<file path="src/fp_slice_pkg.sv">
`default_nettype none

package fp_slice_pkg;

  // --------------------
  // Widths and timing
  // --------------------
  localparam int unsigned DATA_W          = 32;
  localparam int unsigned FP16_W          = 16;
  localparam int unsigned NUM_LANES       = 2;
  localparam int unsigned NUM_PIPE_CYCLES = 3;
  localparam int unsigned TIMER_W         = 2;
  localparam int unsigned TAG_W           = 4;

  // Canonical quiet NaNs
  localparam logic [DATA_W-1:0] FP32_CANON_NAN = 32'h7FC0_0000;
  localparam logic [FP16_W-1:0] FP16_CANON_NAN = 16'h7E00;

  typedef logic [DATA_W-1:0] data_t;
  typedef logic [FP16_W-1:0] lane16_t;
  typedef logic [TAG_W-1:0]  tag_t;

  // --------------------
  // Encodings
  // --------------------
  typedef enum logic {
    FMT_FP32 = 1'b0,
    FMT_FP16 = 1'b1
  } fp_fmt_e;

  typedef enum logic [2:0] {
    OP_SGNJ  = 3'd0,
    OP_SGNJN = 3'd1,
    OP_SGNJX = 3'd2,
    OP_MIN   = 3'd3,
    OP_MAX   = 3'd4
  } slice_op_e;

  // Controller states
  typedef enum logic [1:0] {
    IDLE = 2'd0,
    WAIT = 2'd1,
    HOLD = 2'd2
  } ctrl_state_e;

  // --------------------
  // Request and response
  // --------------------
  typedef struct packed {
    slice_op_e op;
    fp_fmt_e   fmt;
    logic      vectorial;
    tag_t      tag;
    data_t     operand_a;
    data_t     operand_b;
  } slice_req_t;

  typedef struct packed {
    data_t result;
    logic  invalid;
    tag_t  tag;
  } slice_rsp_t;

endpackage

`default_nettype wire
</file>
<file path="src/fp_slice_top.sv">
`timescale 1ns/100ps
`default_nettype none

module fp_slice_top (
  input  logic                     clk_i,
  input  logic                     arst_n_i,
  input  logic                     in_valid_i,
  output logic                     in_ready_o,
  input  fp_slice_pkg::slice_req_t req_i,
  input  logic                     flush_i,
  output logic                     out_valid_o,
  input  logic                     out_ready_i,
  output fp_slice_pkg::slice_rsp_t rsp_o,
  output logic                     busy_o
);
  import fp_slice_pkg::*;

  logic       load;
  logic       timer_start;
  logic       timer_clear;
  logic       timer_done;
  data_t      lane0_result;
  data_t      lane1_result;
  logic [1:0] lane_invalid;

  // --------------------
  // Control
  // --------------------
  slice_ctrl slice_ctrl_inst (
    .clk_i         (clk_i),
    .arst_n_i      (arst_n_i),
    .in_valid_i    (in_valid_i),
    .flush_i       (flush_i),
    .out_ready_i   (out_ready_i),
    .timer_done_i  (timer_done),
    .in_ready_o    (in_ready_o),
    .load_o        (load),
    .timer_start_o (timer_start),
    .timer_clear_o (timer_clear),
    .out_valid_o   (out_valid_o),
    .busy_o        (busy_o)
  );

  latency_timer latency_timer_inst (
    .clk_i    (clk_i),
    .arst_n_i (arst_n_i),
    .start_i  (timer_start),
    .clear_i  (timer_clear),
    .done_o   (timer_done)
  );

  // --------------------
  // Datapath
  // --------------------
  lane_noncomp #(
    .LANE_IDX (0)
  ) lane0_inst (
    .clk_i         (clk_i),
    .arst_n_i      (arst_n_i),
    .load_i        (load),
    .req_i         (req_i),
    .lane_result_o (lane0_result),
    .invalid_o     (lane_invalid[0])
  );

  lane_noncomp #(
    .LANE_IDX (1)
  ) lane1_inst (
    .clk_i         (clk_i),
    .arst_n_i      (arst_n_i),
    .load_i        (load),
    .req_i         (req_i),
    .lane_result_o (lane1_result),
    .invalid_o     (lane_invalid[1])
  );

  result_packer result_packer_inst (
    .clk_i          (clk_i),
    .arst_n_i       (arst_n_i),
    .load_i         (load),
    .req_i          (req_i),
    .lane0_result_i (lane0_result),
    .lane1_result_i (lane1_result),
    .lane_invalid_i (lane_invalid),
    .rsp_o          (rsp_o)
  );

endmodule

`default_nettype wire

</file>
<file path="src/result_packer.sv">
`timescale 1ns/100ps
`default_nettype none

module result_packer (
  input  logic                     clk_i,
  input  logic                     arst_n_i,
  input  logic                     load_i,
  input  fp_slice_pkg::slice_req_t req_i,
  input  fp_slice_pkg::data_t      lane0_result_i,
  input  fp_slice_pkg::data_t      lane1_result_i,
  input  logic [1:0]               lane_invalid_i,
  output fp_slice_pkg::slice_rsp_t rsp_o
);
  import fp_slice_pkg::*;

  fp_fmt_e fmt_q;
  logic    vec_q;
  tag_t    tag_q;
  logic    vec_fp16;

  // Metadata travels alongside the lanes
  always_ff @(posedge clk_i or negedge arst_n_i) begin
    if (!arst_n_i) begin
      fmt_q <= FMT_FP32;
      vec_q <= 1'b0;
      tag_q <= '0;
    end else if (load_i) begin
      fmt_q <= req_i.fmt;
      vec_q <= req_i.vectorial;
      tag_q <= req_i.tag;
    end
  end

  // Upper lane is live only for packed FP16
  assign vec_fp16 = (fmt_q == FMT_FP16) & vec_q;

  // --------------------
  // Result assembly
  // --------------------
  always_comb begin
    rsp_o.tag     = tag_q;
    rsp_o.invalid = lane_invalid_i[0] | (vec_fp16 & lane_invalid_i[1]);
    if (fmt_q == FMT_FP32) begin
      rsp_o.result = lane0_result_i;
    end else if (vec_fp16) begin
      rsp_o.result = {lane1_result_i[FP16_W-1:0], lane0_result_i[FP16_W-1:0]};
    end else begin
      // NaN-box the scalar half
      rsp_o.result = {{FP16_W{1'b1}}, lane0_result_i[FP16_W-1:0]};
    end
  end

endmodule

`default_nettype wire

</file>
<file path="src/lane_noncomp.sv">
`timescale 1ns/100ps
`default_nettype none

module lane_noncomp #(
  parameter int unsigned LANE_IDX = 0
) (
  input  logic                     clk_i,
  input  logic                     arst_n_i,
  input  logic                     load_i,
  input  fp_slice_pkg::slice_req_t req_i,
  output fp_slice_pkg::data_t      lane_result_o,
  output logic                     invalid_o
);
  import fp_slice_pkg::*;

  // Sign, magnitude and NaN class of one operand
  typedef struct packed {
    logic                sign;
    logic [DATA_W-2:0]   mag;
    logic                nan;
    logic                snan;
  } fp_class_t;

  function automatic fp_class_t classify(data_t val, fp_fmt_e fmt);
    fp_class_t cls;
    if (fmt == FMT_FP32) begin
      cls.sign = val[31];
      cls.mag  = val[30:0];
      cls.nan  = (&val[30:23]) & (|val[22:0]);
      cls.snan = cls.nan & ~val[22];
    end else begin
      cls.sign = val[15];
      cls.mag  = {{FP16_W{1'b0}}, val[14:0]};
      cls.nan  = (&val[14:10]) & (|val[9:0]);
      cls.snan = cls.nan & ~val[9];
    end
    return cls;
  endfunction

  slice_op_e op_q;
  fp_fmt_e   fmt_q;
  fp_fmt_e   fmt_d;
  data_t     opa_q;
  data_t     opb_q;
  data_t     opa_d;
  data_t     opb_d;
  fp_class_t cls_a;
  fp_class_t cls_b;
  logic      inj_sign;
  logic      a_lt_b;
  logic      is_minmax;
  data_t     inject_res;
  data_t     minmax_res;
  data_t     canon_nan;

  // --------------------
  // Operand slice
  // --------------------
  always_comb begin
    if (LANE_IDX == 0) begin
      fmt_d = req_i.fmt;
      if (req_i.fmt == FMT_FP32) begin
        opa_d = req_i.operand_a;
        opb_d = req_i.operand_b;
      end else begin
        opa_d = {{FP16_W{1'b0}}, req_i.operand_a[FP16_W-1:0]};
        opb_d = {{FP16_W{1'b0}}, req_i.operand_b[FP16_W-1:0]};
      end
    end else begin
      // Upper lane only ever sees FP16 halves
      fmt_d = FMT_FP16;
      opa_d = {{FP16_W{1'b0}}, req_i.operand_a[DATA_W-1:FP16_W]};
      opb_d = {{FP16_W{1'b0}}, req_i.operand_b[DATA_W-1:FP16_W]};
    end
  end

  always_ff @(posedge clk_i or negedge arst_n_i) begin
    if (!arst_n_i) begin
      op_q  <= OP_SGNJ;
      fmt_q <= FMT_FP32;
    end else if (load_i) begin
      op_q  <= req_i.op;
      fmt_q <= fmt_d;
    end
  end

  always_ff @(posedge clk_i) begin
    if (load_i) begin
      opa_q <= opa_d;
      opb_q <= opb_d;
    end
  end

  assign cls_a = classify(opa_q, fmt_q);
  assign cls_b = classify(opb_q, fmt_q);

  // --------------------
  // Sign injection
  // --------------------
  always_comb begin
    case (op_q)
      OP_SGNJN: inj_sign = ~cls_b.sign;
      OP_SGNJX: inj_sign = cls_a.sign ^ cls_b.sign;
      default:  inj_sign = cls_b.sign;
    endcase
    if (fmt_q == FMT_FP32) begin
      inject_res = {inj_sign, opa_q[30:0]};
    end else begin
      inject_res = {{FP16_W{1'b0}}, inj_sign, opa_q[14:0]};
    end
  end

  // --------------------
  // Min / max
  // --------------------
  assign canon_nan = (fmt_q == FMT_FP32) ? FP32_CANON_NAN
                                         : {{FP16_W{1'b0}}, FP16_CANON_NAN};

  always_comb begin
    // Differing signs order -0 below +0 as well
    if (cls_a.sign != cls_b.sign) begin
      a_lt_b = cls_a.sign;
    end else if (cls_a.sign) begin
      a_lt_b = cls_a.mag > cls_b.mag;
    end else begin
      a_lt_b = cls_a.mag < cls_b.mag;
    end

    if (cls_a.nan && cls_b.nan) begin
      minmax_res = canon_nan;
    end else if (cls_a.nan) begin
      minmax_res = opb_q;
    end else if (cls_b.nan) begin
      minmax_res = opa_q;
    end else if (op_q == OP_MIN) begin
      minmax_res = a_lt_b ? opa_q : opb_q;
    end else begin
      minmax_res = a_lt_b ? opb_q : opa_q;
    end
  end

  assign is_minmax     = (op_q == OP_MIN) || (op_q == OP_MAX);
  assign lane_result_o = is_minmax ? minmax_res : inject_res;
  assign invalid_o     = is_minmax & (cls_a.snan | cls_b.snan);

endmodule

`default_nettype wire

</file>
<file path="src/slice_ctrl.sv">
`timescale 1ns/100ps
`default_nettype none

module slice_ctrl (
  input  logic clk_i,
  input  logic arst_n_i,
  input  logic in_valid_i,
  input  logic flush_i,
  input  logic out_ready_i,
  input  logic timer_done_i,
  output logic in_ready_o,
  output logic load_o,
  output logic timer_start_o,
  output logic timer_clear_o,
  output logic out_valid_o,
  output logic busy_o
);
  import fp_slice_pkg::*;

  ctrl_state_e state_q;
  ctrl_state_e state_d;
  logic        accept;

  // --------------------
  // Handshake decode
  // --------------------
  assign in_ready_o    = (state_q == IDLE);
  assign out_valid_o   = (state_q == HOLD);
  assign busy_o        = (state_q != IDLE);
  assign accept        = in_valid_i & in_ready_o;
  assign load_o        = accept;
  assign timer_start_o = accept;
  // Abort a pending count when the operation is dropped
  assign timer_clear_o = flush_i & busy_o;

  // --------------------
  // State machine
  // --------------------
  always_comb begin
    state_d = state_q;
    case (state_q)
      IDLE: begin
        if (accept) begin
          state_d = WAIT;
        end
      end
      WAIT: begin
        if (flush_i) begin
          state_d = IDLE;
        end else if (timer_done_i) begin
          state_d = HOLD;
        end
      end
      HOLD: begin
        // Flush wins over a pending transfer
        if (flush_i || out_ready_i) begin
          state_d = IDLE;
        end
      end
      default: state_d = IDLE;
    endcase
  end

  always_ff @(posedge clk_i or negedge arst_n_i) begin
    if (!arst_n_i) begin
      state_q <= IDLE;
    end else begin
      state_q <= state_d;
    end
  end

  a_valid_held: assert property (@(posedge clk_i) disable iff (!arst_n_i)
    out_valid_o && !out_ready_i && !flush_i |=> out_valid_o)
    else $error("out_valid_o dropped without transfer, now in %s", state_q.name());

endmodule

`default_nettype wire

</file>
<file path="src/latency_timer.sv">
`timescale 1ns/100ps
`default_nettype none

module latency_timer (
  input  logic clk_i,
  input  logic arst_n_i,
  input  logic start_i,
  input  logic clear_i,
  output logic done_o
);
  import fp_slice_pkg::*;

  logic [TIMER_W-1:0] count_q;
  logic               running_q;

  // Down-counter, done on the last count of a running sequence
  always_ff @(posedge clk_i or negedge arst_n_i) begin
    if (!arst_n_i) begin
      count_q   <= '0;
      running_q <= 1'b0;
    end else if (clear_i) begin
      count_q   <= '0;
      running_q <= 1'b0;
    end else if (start_i) begin
      count_q   <= TIMER_W'(NUM_PIPE_CYCLES - 1);
      running_q <= 1'b1;
    end else if (running_q) begin
      if (count_q == '0) begin
        running_q <= 1'b0;
      end else begin
        count_q <= count_q - 1'b1;
      end
    end
  end

  assign done_o = running_q & (count_q == '0);

  // Only one operation may be in flight
  a_no_restart: assert property (@(posedge clk_i) disable iff (!arst_n_i)
    start_i |-> !running_q)
    else $error("Timer restarted while counting, count %0d", count_q);

endmodule

`default_nettype wire

</file>
<file path="config.mk">
export PLATFORM = sky130hd
export DESIGN_NAME = fp_slice_top
export DESIGN_NICKNAME = d
export VERILOG_FILES = /design/src/fp_slice_pkg.sv /design/src/fp_slice_top.sv /design/src/result_packer.sv /design/src/lane_noncomp.sv /design/src/slice_ctrl.sv /design/src/latency_timer.sv
export SDC_FILE = /design/constraint.sdc
export NUM_CORES = 1
export LEC_CHECK = 0
export BUFFER_PORTS_ARGS = -buffer_cell sky130_fd_sc_hd__buf_2
export CAP_MARGIN = 25
export CELL_PAD_IN_SITES_DETAIL_PLACEMENT = 0
export CELL_PAD_IN_SITES_GLOBAL_PLACEMENT = 1
export CORE_AREA = 10 10 130 132
export CTS_CLUSTER_DIAMETER = 60
export DETAILED_ROUTE_END_ITERATION = 16
export DIE_AREA = 0 0 140 142
export PLACE_DENSITY = 0.95
export SLEW_MARGIN = 20
export SYNTH_ARGS = -nofsm -noshare
export SYNTH_HDL_FRONTEND = slang
export SYNTH_SLANG_ARGS = --single-unit
</file>
<file path="constraint.sdc">
create_clock -name clk_i -period 11.7 [get_ports clk_i]
set_input_delay 2.925 -clock clk_i [delete_from_list [all_inputs] [get_ports clk_i]]
set_output_delay 2.925 -clock clk_i [all_outputs]
set_load 0.05 [all_outputs]
</file>
==> results.sh, run 1 <==
export IMPL_p_seq_frac=0.299
export IMPL_dp_hpwl_um=15200
export IMPL_dr_pass1_iters=6
export IMPL_cts_tree="done"
export IMPL_dpl_worst_slack_ns=4.70
export IMPL_setup_violations=0
export IMPL_grt_pass1_wl_um=30200
export IMPL_cts_root_buf="clkbuf_16"
export IMPL_rsz0062_at_grt="no"
export IMPL_grt_use_total=0.189
export IMPL_grt_max_degree=69
export IMPL_vias=5589
export IMPL_drive_above_1_share=0.226
export IMPL_fill_cells=1283
export IMPL_final_cell_area_um2=7790
export IMPL_postSynthCellCount=629
export IMPL_die_area_um2=19900
export IMPL_cp_required_ns=8.78
export IMPL_cts_sink_count=111
export IMPL_timing_final_hold_violations=0
export IMPL_fmax_mhz=134
export IMPL_path_max_fanout=63
export IMPL_first_global_vias=5658
export IMPL_status="finished, final reports clean"
export IMPL_synth_largest_area_cell="edfxtp_1"
export IMPL_finalMaxSlewViolations=0
export IMPL_num_rows=44
export IMPL_finalCriticalPeriod_ns=7.47
export IMPL_ys_warn_count=0
export IMPL_overflow=0
export IMPL_synth_common_cells="96 x edfxtp_1, 52 x nor2b_1, 48 x ha_1, 41 x inv_1, 34 x a21oi_1"
export IMPL_crit_path_start_kind="flop"
export IMPL_io_pins=118
export IMPL_finalSetupTns_ns=0
export IMPL_seq_area_frac_synth=0.481
export IMPL_power_density_nw_per_um2=254
export IMPL_synth_nets=755
export IMPL_gp_congestion=0.896
export IMPL_ys_flop_type="edfxtp_1"
export IMPL_worstSetupPathType="flop to output pin"
export IMPL_hold_buffers=0
export IMPL_ctsResizeCount=0
export IMPL_timing_final_ws_setup_ns=4.23
export IMPL_dpl_cell_area_um2=7490
export IMPL_p_comb_frac=0.545
export IMPL_ys_ff_latch=111
export IMPL_pwr_share_clk=0.155
export IMPL_arrival_ns=4.54
export IMPL_postCtsSetupBuffers=0
export IMPL_final_period_utilization=0.638
export IMPL_cts_buffers=9
export IMPL_max_cap_violations=0
export IMPL_worst_slew_pin_slew_ns=0.966
export IMPL_cellInternalPower_uw=992
export IMPL_num_antenna_cells=0
export IMPL_yosys_cell_count_top_type="edfxtp_1"
export IMPL_ant_nets=0
export IMPL_yosys_top_cells_area="edfxtp_1 43%, ha_1 8.9%, dfrtp_1 5.5%"
export IMPL_synth_async_reset_ratio=0.135
export IMPL_totalWireLength_um=19300
export IMPL_relSlewSlack=0.352
export IMPL_hold_path_class="flop to flop"
export IMPL_routedWlPerCell_um=20.9
export IMPL_synth_cell_types=66
export IMPL_syn_avg_cell_area_um2=10.8
export IMPL_cts_max_level=3
export IMPL_cts_clk_slew_worst_paths_ns=0.08
export IMPL_drcViolationCount=0
export IMPL_drtIter0Drc=494
export IMPL_clock_latency_ns=0.36
export IMPL_p_sw_frac=0.498
export IMPL_die_h_um=142
export IMPL_cp_end_kind="output pin"
export IMPL_nets=861
export IMPL_coreArea_um2=14300
export IMPL_numPortBuffers=117
export IMPL_start_util=0.473
export IMPL_clockBufferDepth=2
export IMPL_die_w_um=140
export IMPL_syn_area_um2=6780
export IMPL_vias_per_cell=6.05
export IMPL_synth_top_area_share=0.425
export IMPL_power_switching_uw=983
export IMPL_ir_worst_vdd_uv=138
export IMPL_fin_skew_ns=0.00781
export IMPL_synth_edf_count=96
export IMPL_leakage_uw=0.00310
export IMPL_antenna_found_initial=0
export IMPL_area_growth_pct=14.9
export IMPL_finalPower_uw=1970
[per-stage QoR]
step           instances   util  hold WS (ns)
2_1_floorplan        629      -         0.433
3_3_place_gp         908  0.523         0.441
3_5_place_dp         908  0.523         0.469
4_1_cts              924  0.544         0.481
5_1_grt              924  0.544         0.506
6_report             924  0.544         0.486
[layout make-up]
cell class / instances / area [µm²] / share of cell area
Inverter: 41 / 154 / 0.0198
Multi-Input combinational cell: 453 / 3240 / 0.417
Clock inverter: 7 / 76.3 / 0.00980
Clock buffer: 9 / 225 / 0.0289
Sequential cell: 111 / 3260 / 0.418
Timing Repair Buffer: 119 / 601 / 0.0771
Tap cell: 184 / 230 / 0.0296
[worst paths after layout]
check	from	endpoint	slack (ns)	cells after the start
worst max-delay path	lane0_inst.fmt_q	rsp_o[14]	4.23	12
worst min-delay path	slice_ctrl_inst.state_q[1]	slice_ctrl_inst.state_q[0]	0.49	1
worst max register to register	slice_ctrl_inst.state_q[1]	lane0_inst.fmt_q	9.06	5
worst min register to register	slice_ctrl_inst.state_q[1]	slice_ctrl_inst.state_q[0]	0.49	1
max in group asynchronous	arst_n_i	result_packer_inst.vec_q	9.00	1
min in group asynchronous	arst_n_i	lane0_inst.op_q[2]	2.45	1
[kinds of logic (layout without fill, tap and decap cells)]
group / count (synthesis) / after routing / synth area share
AOI/OAI and AO/OA: 155 / 155 / 0.162
adders and majority gates: 48 / 48 / 0.0886
and+or+nand+nor: 229 / 229 / 0.195
DFF: 111 / 111 / 0.481
xor gates and xnor gates: 3 / 3 / 0.00388
muxes: 18 / 18 / 0.0290
buffers and inverters: 65 / 176 / 0.0408
[power groups by stage]
| stage | Combinational [µW] | Clock (µW) | Sequential, µW |
|---|---|---|---|
| after detailed placement | 1070 | 0 | 597 |
| final | 1080 | 307 | 591 |
| after CTS | 1070 | 314 | 589 |
| after global placement | 1050 | 0 | 595 |
| after global routing | 1150 | 328 | 598 |
| after floorplan | 825 | 0 | 597 |
[layer usage]
metal  global-route usage  part of all wire  up-vias
li1                     -                 -     2630
met1                0.226              0.41     2700
met2                0.325              0.50      225
met3               0.0441             0.065       34
met4               0.0712             0.024        0
met5                    0                 0        -
[flip-flops by register name, summed over array words and instances, names as in the netlist, 2 cells and up]
signal	flops
latency_timer_inst.count_q	2
lane0_inst.opa_q	32
slice_ctrl_inst.state_q	2
lane1_inst.opb_q	16
lane1_inst.opa_q	16
lane0_inst.op_q	3
lane0_inst.opb_q	32
result_packer_inst.tag_q	4
[worst max-delay path, cell delays in order (launching register included)]
cell	delay (ns)
dfrtp_1	0.32
buf_4	0.45
nor2b_1	0.12
ha_1	0.34
nand4_1	0.16
or4_1	0.56
or3_1	0.32
o221ai_1	0.24
o211ai_1	0.14
nand2b_1	0.59
nand2_1	0.40
o221a_2	0.26
buf_2	0.26
[cell usage in the layout (no fill, tap or decap), types with 7 or more instances in the layout]
master,instances
nor3_1,9
a21oi_1,34
nand2b_1,20
a32oi_1,8
ha_1,48
dfrtp_1,15
nand4_1,20
clkbuf_16,9
nand2_1,23
buf_2,117
nand3_1,17
a31oi_1,11
mux2_2,13
nor2b_1,52
a211oi_1,12
a22oi_1,7
and2_1,11
inv_1,41
a22o_1,9
nor4_1,18
edfxtp_1,96
nor2_1,28
o21ai_0,23
(Power assumes the default switching activity.)
==> run 2, diff against run 1 <==
ABC_AREA = 1   (was unset)
CORE_AREA = 10 10 150 152   (was 10 10 130 132)
DIE_AREA = 0 0 160 162   (was 0 0 140 142)
PLACE_DENSITY = 0.91   (was 0.95)
clock period = 7.6 ns   (was 11.7 ns; I/O delays follow)
==> results.sh, run 2 <==
export IMPL_path_delay_family="simple AND/OR/NAND/NOR gates"
export IMPL_finalSetupTns_ns=0
export IMPL_vias_per_cell=5.20
export IMPL_finalCriticalPeriod_ns=6.24
export IMPL_die_h_um=162
export IMPL_cp_end_kind="output pin"
export IMPL_grt_max_degree=69
export IMPL_path_max_fanout=23
export IMPL_dp_hpwl_um=18700
export IMPL_routedWlPerCell_um=16.8
export IMPL_synth_edf_count=96
export IMPL_syn_avg_cell_area_um2=7.24
export IMPL_synth_async_reset_ratio=0.135
export IMPL_cts_buffers=9
export IMPL_hold_buffers=0
export IMPL_num_antenna_cells=0
export IMPL_whs_endpoint="result_packer_inst.tag_q[2]"
export IMPL_fin_skew_ns=0.0167
export IMPL_coreArea_um2=19400
export IMPL_die_w_um=160
export IMPL_grt_use_total=0.188
export IMPL_antenna_found_initial=0
export IMPL_overflow=0
export IMPL_yosys_top_cells_area="edfxtp_1 36%, nand2_1 14%, inv_1 8.8%"
export IMPL_layout_common_cells="312 x nand2_1, 189 x inv_1, 117 x buf_2"
export IMPL_first_global_vias=7420
export IMPL_drcViolationCount=0
export IMPL_vias=7707
export IMPL_rsz0062_at_grt="no"
export IMPL_cts_tree="done"
export IMPL_ctsResizeCount=0
export IMPL_crit_chain="buf_4 > inv_1 > buf_8 > nand2_1 > ha_1 > nand2_1 > nor2_1 > nand2_1 > nor3_2 > nand2_1 > nand2_1 > nand2_1 > nand2_1 > nand2_1 > nand2_1 > nand2_1 > nand2_2 > nand2_2 > nand2_1 > nand3_1 > nand2_1 > nand2_1 > a21oi_1 > buf_2"
export IMPL_ys_warn_count=0
export IMPL_reg2reg_from="slice_ctrl_inst.state_q[0]"
export IMPL_cp_common_cell="nand2_1"
export IMPL_yosys_cell_count_top_type="nand2_1"
export IMPL_cts_clk_slew_worst_paths_ns=0.08
export IMPL_postCtsSetupBuffers=0
export IMPL_synth_cell_types=36
export IMPL_arrival_ns=4.34
export IMPL_synth_nets=1245
export IMPL_timing_final_hold_violations=0
export IMPL_worst_slew_pin_slew_ns=0.896
export IMPL_area_growth_pct=13.4
export IMPL_r2r_end="lane0_inst.op_q[0]"
export IMPL_syn_area_um2=8100
export IMPL_start_util=0.418
export IMPL_status="finished, final reports clean"
export IMPL_final_period_utilization=0.821
export IMPL_worstHoldStart="result_packer_inst.tag_q[2]"
export IMPL_leakage_uw=0.00464
export IMPL_drive_above_1_share=0.141
export IMPL_critical_path_max_stage_delay_ns=0.46
export IMPL_synth_common_cells="312 x nand2_1, 190 x inv_1, 96 x edfxtp_1, 94 x nand3_1, 84 x nor2_1"
export IMPL_relSlewSlack=0.399
export IMPL_numPortBuffers=117
export IMPL_nets=1339
export IMPL_hold_path_class="flop to flop"
export IMPL_crit_path_start_kind="flop"
export IMPL_drtIter0Drc=694
export IMPL_ff2ff_path_depth=6
export IMPL_ir_worst_vdd_uv=351
export IMPL_ant_nets=0
export IMPL_totalWireLength_um=24900
export IMPL_multiInputGateArea_um2=3870
export IMPL_crit_slowest_cell="inv_1"
export IMPL_cts_sink_count=111
export IMPL_final_common_cell="nand2_1"
export IMPL_critical_path_buf_inv_count=4
export IMPL_holdPathStages=2
export IMPL_power_density_nw_per_um2=434
export IMPL_ys_flop_type="edfxtp_1"
export IMPL_regArea_um2=3260
export IMPL_finalMaxSlewViolations=0
export IMPL_io_pins=118
export IMPL_die_area_um2=25900
export IMPL_clockBufferDepth=2
export IMPL_setup_violations=0
export IMPL_dr_pass1_iters=5
export IMPL_fmax_mhz=160
export IMPL_cp_required_ns=5.70
export IMPL_utilization=0.474
export IMPL_seq_area_frac_synth=0.402
export IMPL_gp_congestion=0.899
export IMPL_fill_cells=2002
export IMPL_worstSetupPathType="flop to output pin"
export IMPL_ys_ff_latch=111
export IMPL_synth_top_area_share=0.356
export IMPL_num_rows=51
export IMPL_grt_pass1_wl_um=39700
export IMPL_synth_largest_area_cell="edfxtp_1"
export IMPL_layout_top_registers="lane0_inst.opa_q x32, lane0_inst.opb_q x32"
export IMPL_rrSetupSlack_ns=4.76
export IMPL_cts_root_buf="clkbuf_16"
export IMPL_clock_latency_ns=0.37
export IMPL_cts_max_level=3
export IMPL_cp_startpoint="lane0_inst.fmt_q"
export IMPL_postSynthCellCount=1119
export IMPL_max_cap_violations=0
==> run 2: per-layer routing <==
metal / part of all wire / up-vias / global-route usage
met5: 0 / - / 0
met4: 0.021 / 0 / 0.0559
met3: 0.076 / 35 / 0.0377
met2: 0.45 / 321 / 0.297
met1: 0.45 / 3517 / 0.255
li1: - / 3834 / -
==> run 2: worst max path at each step <==
stage,to,slack (ns),cells after the start
2_1_floorplan,rsp_o[36],2.12,22
3_3_place_gp,rsp_o[21],1.52,25
3_5_place_dp,rsp_o[27],1.82,24
4_1_cts,rsp_o[27],1.40,24
5_1_grt,rsp_o[27],1.0,24
6_report,rsp_o[27],1.36,24
==> run 2: layout make-up <==
| type | count | area share |
|---|---|---|
| clock inverters | 6 | 0.00789 |
| inverters | 201 | 0.0823 |
| flip-flops and latches | 111 | 0.354 |
| well taps | 265 | 0.0361 |
| clock buffers | 10 | 0.0260 |
| repair buffers | 127 | 0.0727 |
| multi-input cells | 763 | 0.421 |
==> run 2: cell families (layout without fill, tap and decap cells) <==
kind of cell	count (synthesis)	after routing	synth area share
and+or+nand+nor	550	550	0.289
AOI/OAI and AO/OA	165	165	0.113
buffers and inverters	245	344	0.121
adders and majority gates	48	48	0.0741
DFF	111	111	0.402
==> run 2: power by group <==
group          internal (µW)  switching [µW]
Sequential               851             141
Combinational            676            1820
Clock                    244             255
Total                   1770            2220
==> run 2: worst reg2reg max path, cell delays in order (launching register included) <==
cell	delay [ns]
dfrtp_1	0.40
nor2_1	0.23
nand2_1	0.40
inv_4	0.54
buf_4	0.77
nand2_1	0.26
o21ai_0	0.15
==> run 2: per-stage QoR <==
stage	hold slack (ns)	total power, µW	setup slack [ns]	cells	cell area [µm²]
2_1_floorplan	0.463	2920	2.12	1119	8100
3_3_place_gp	0.457	3450	1.52	1466	8870
3_5_place_dp	0.465	3480	1.82	1467	8880
4_1_cts	0.489	3990	1.40	1483	9190
5_1_grt	0.528	4300	0.996	1483	9190
6_report	0.482	3990	1.36	1483	9190
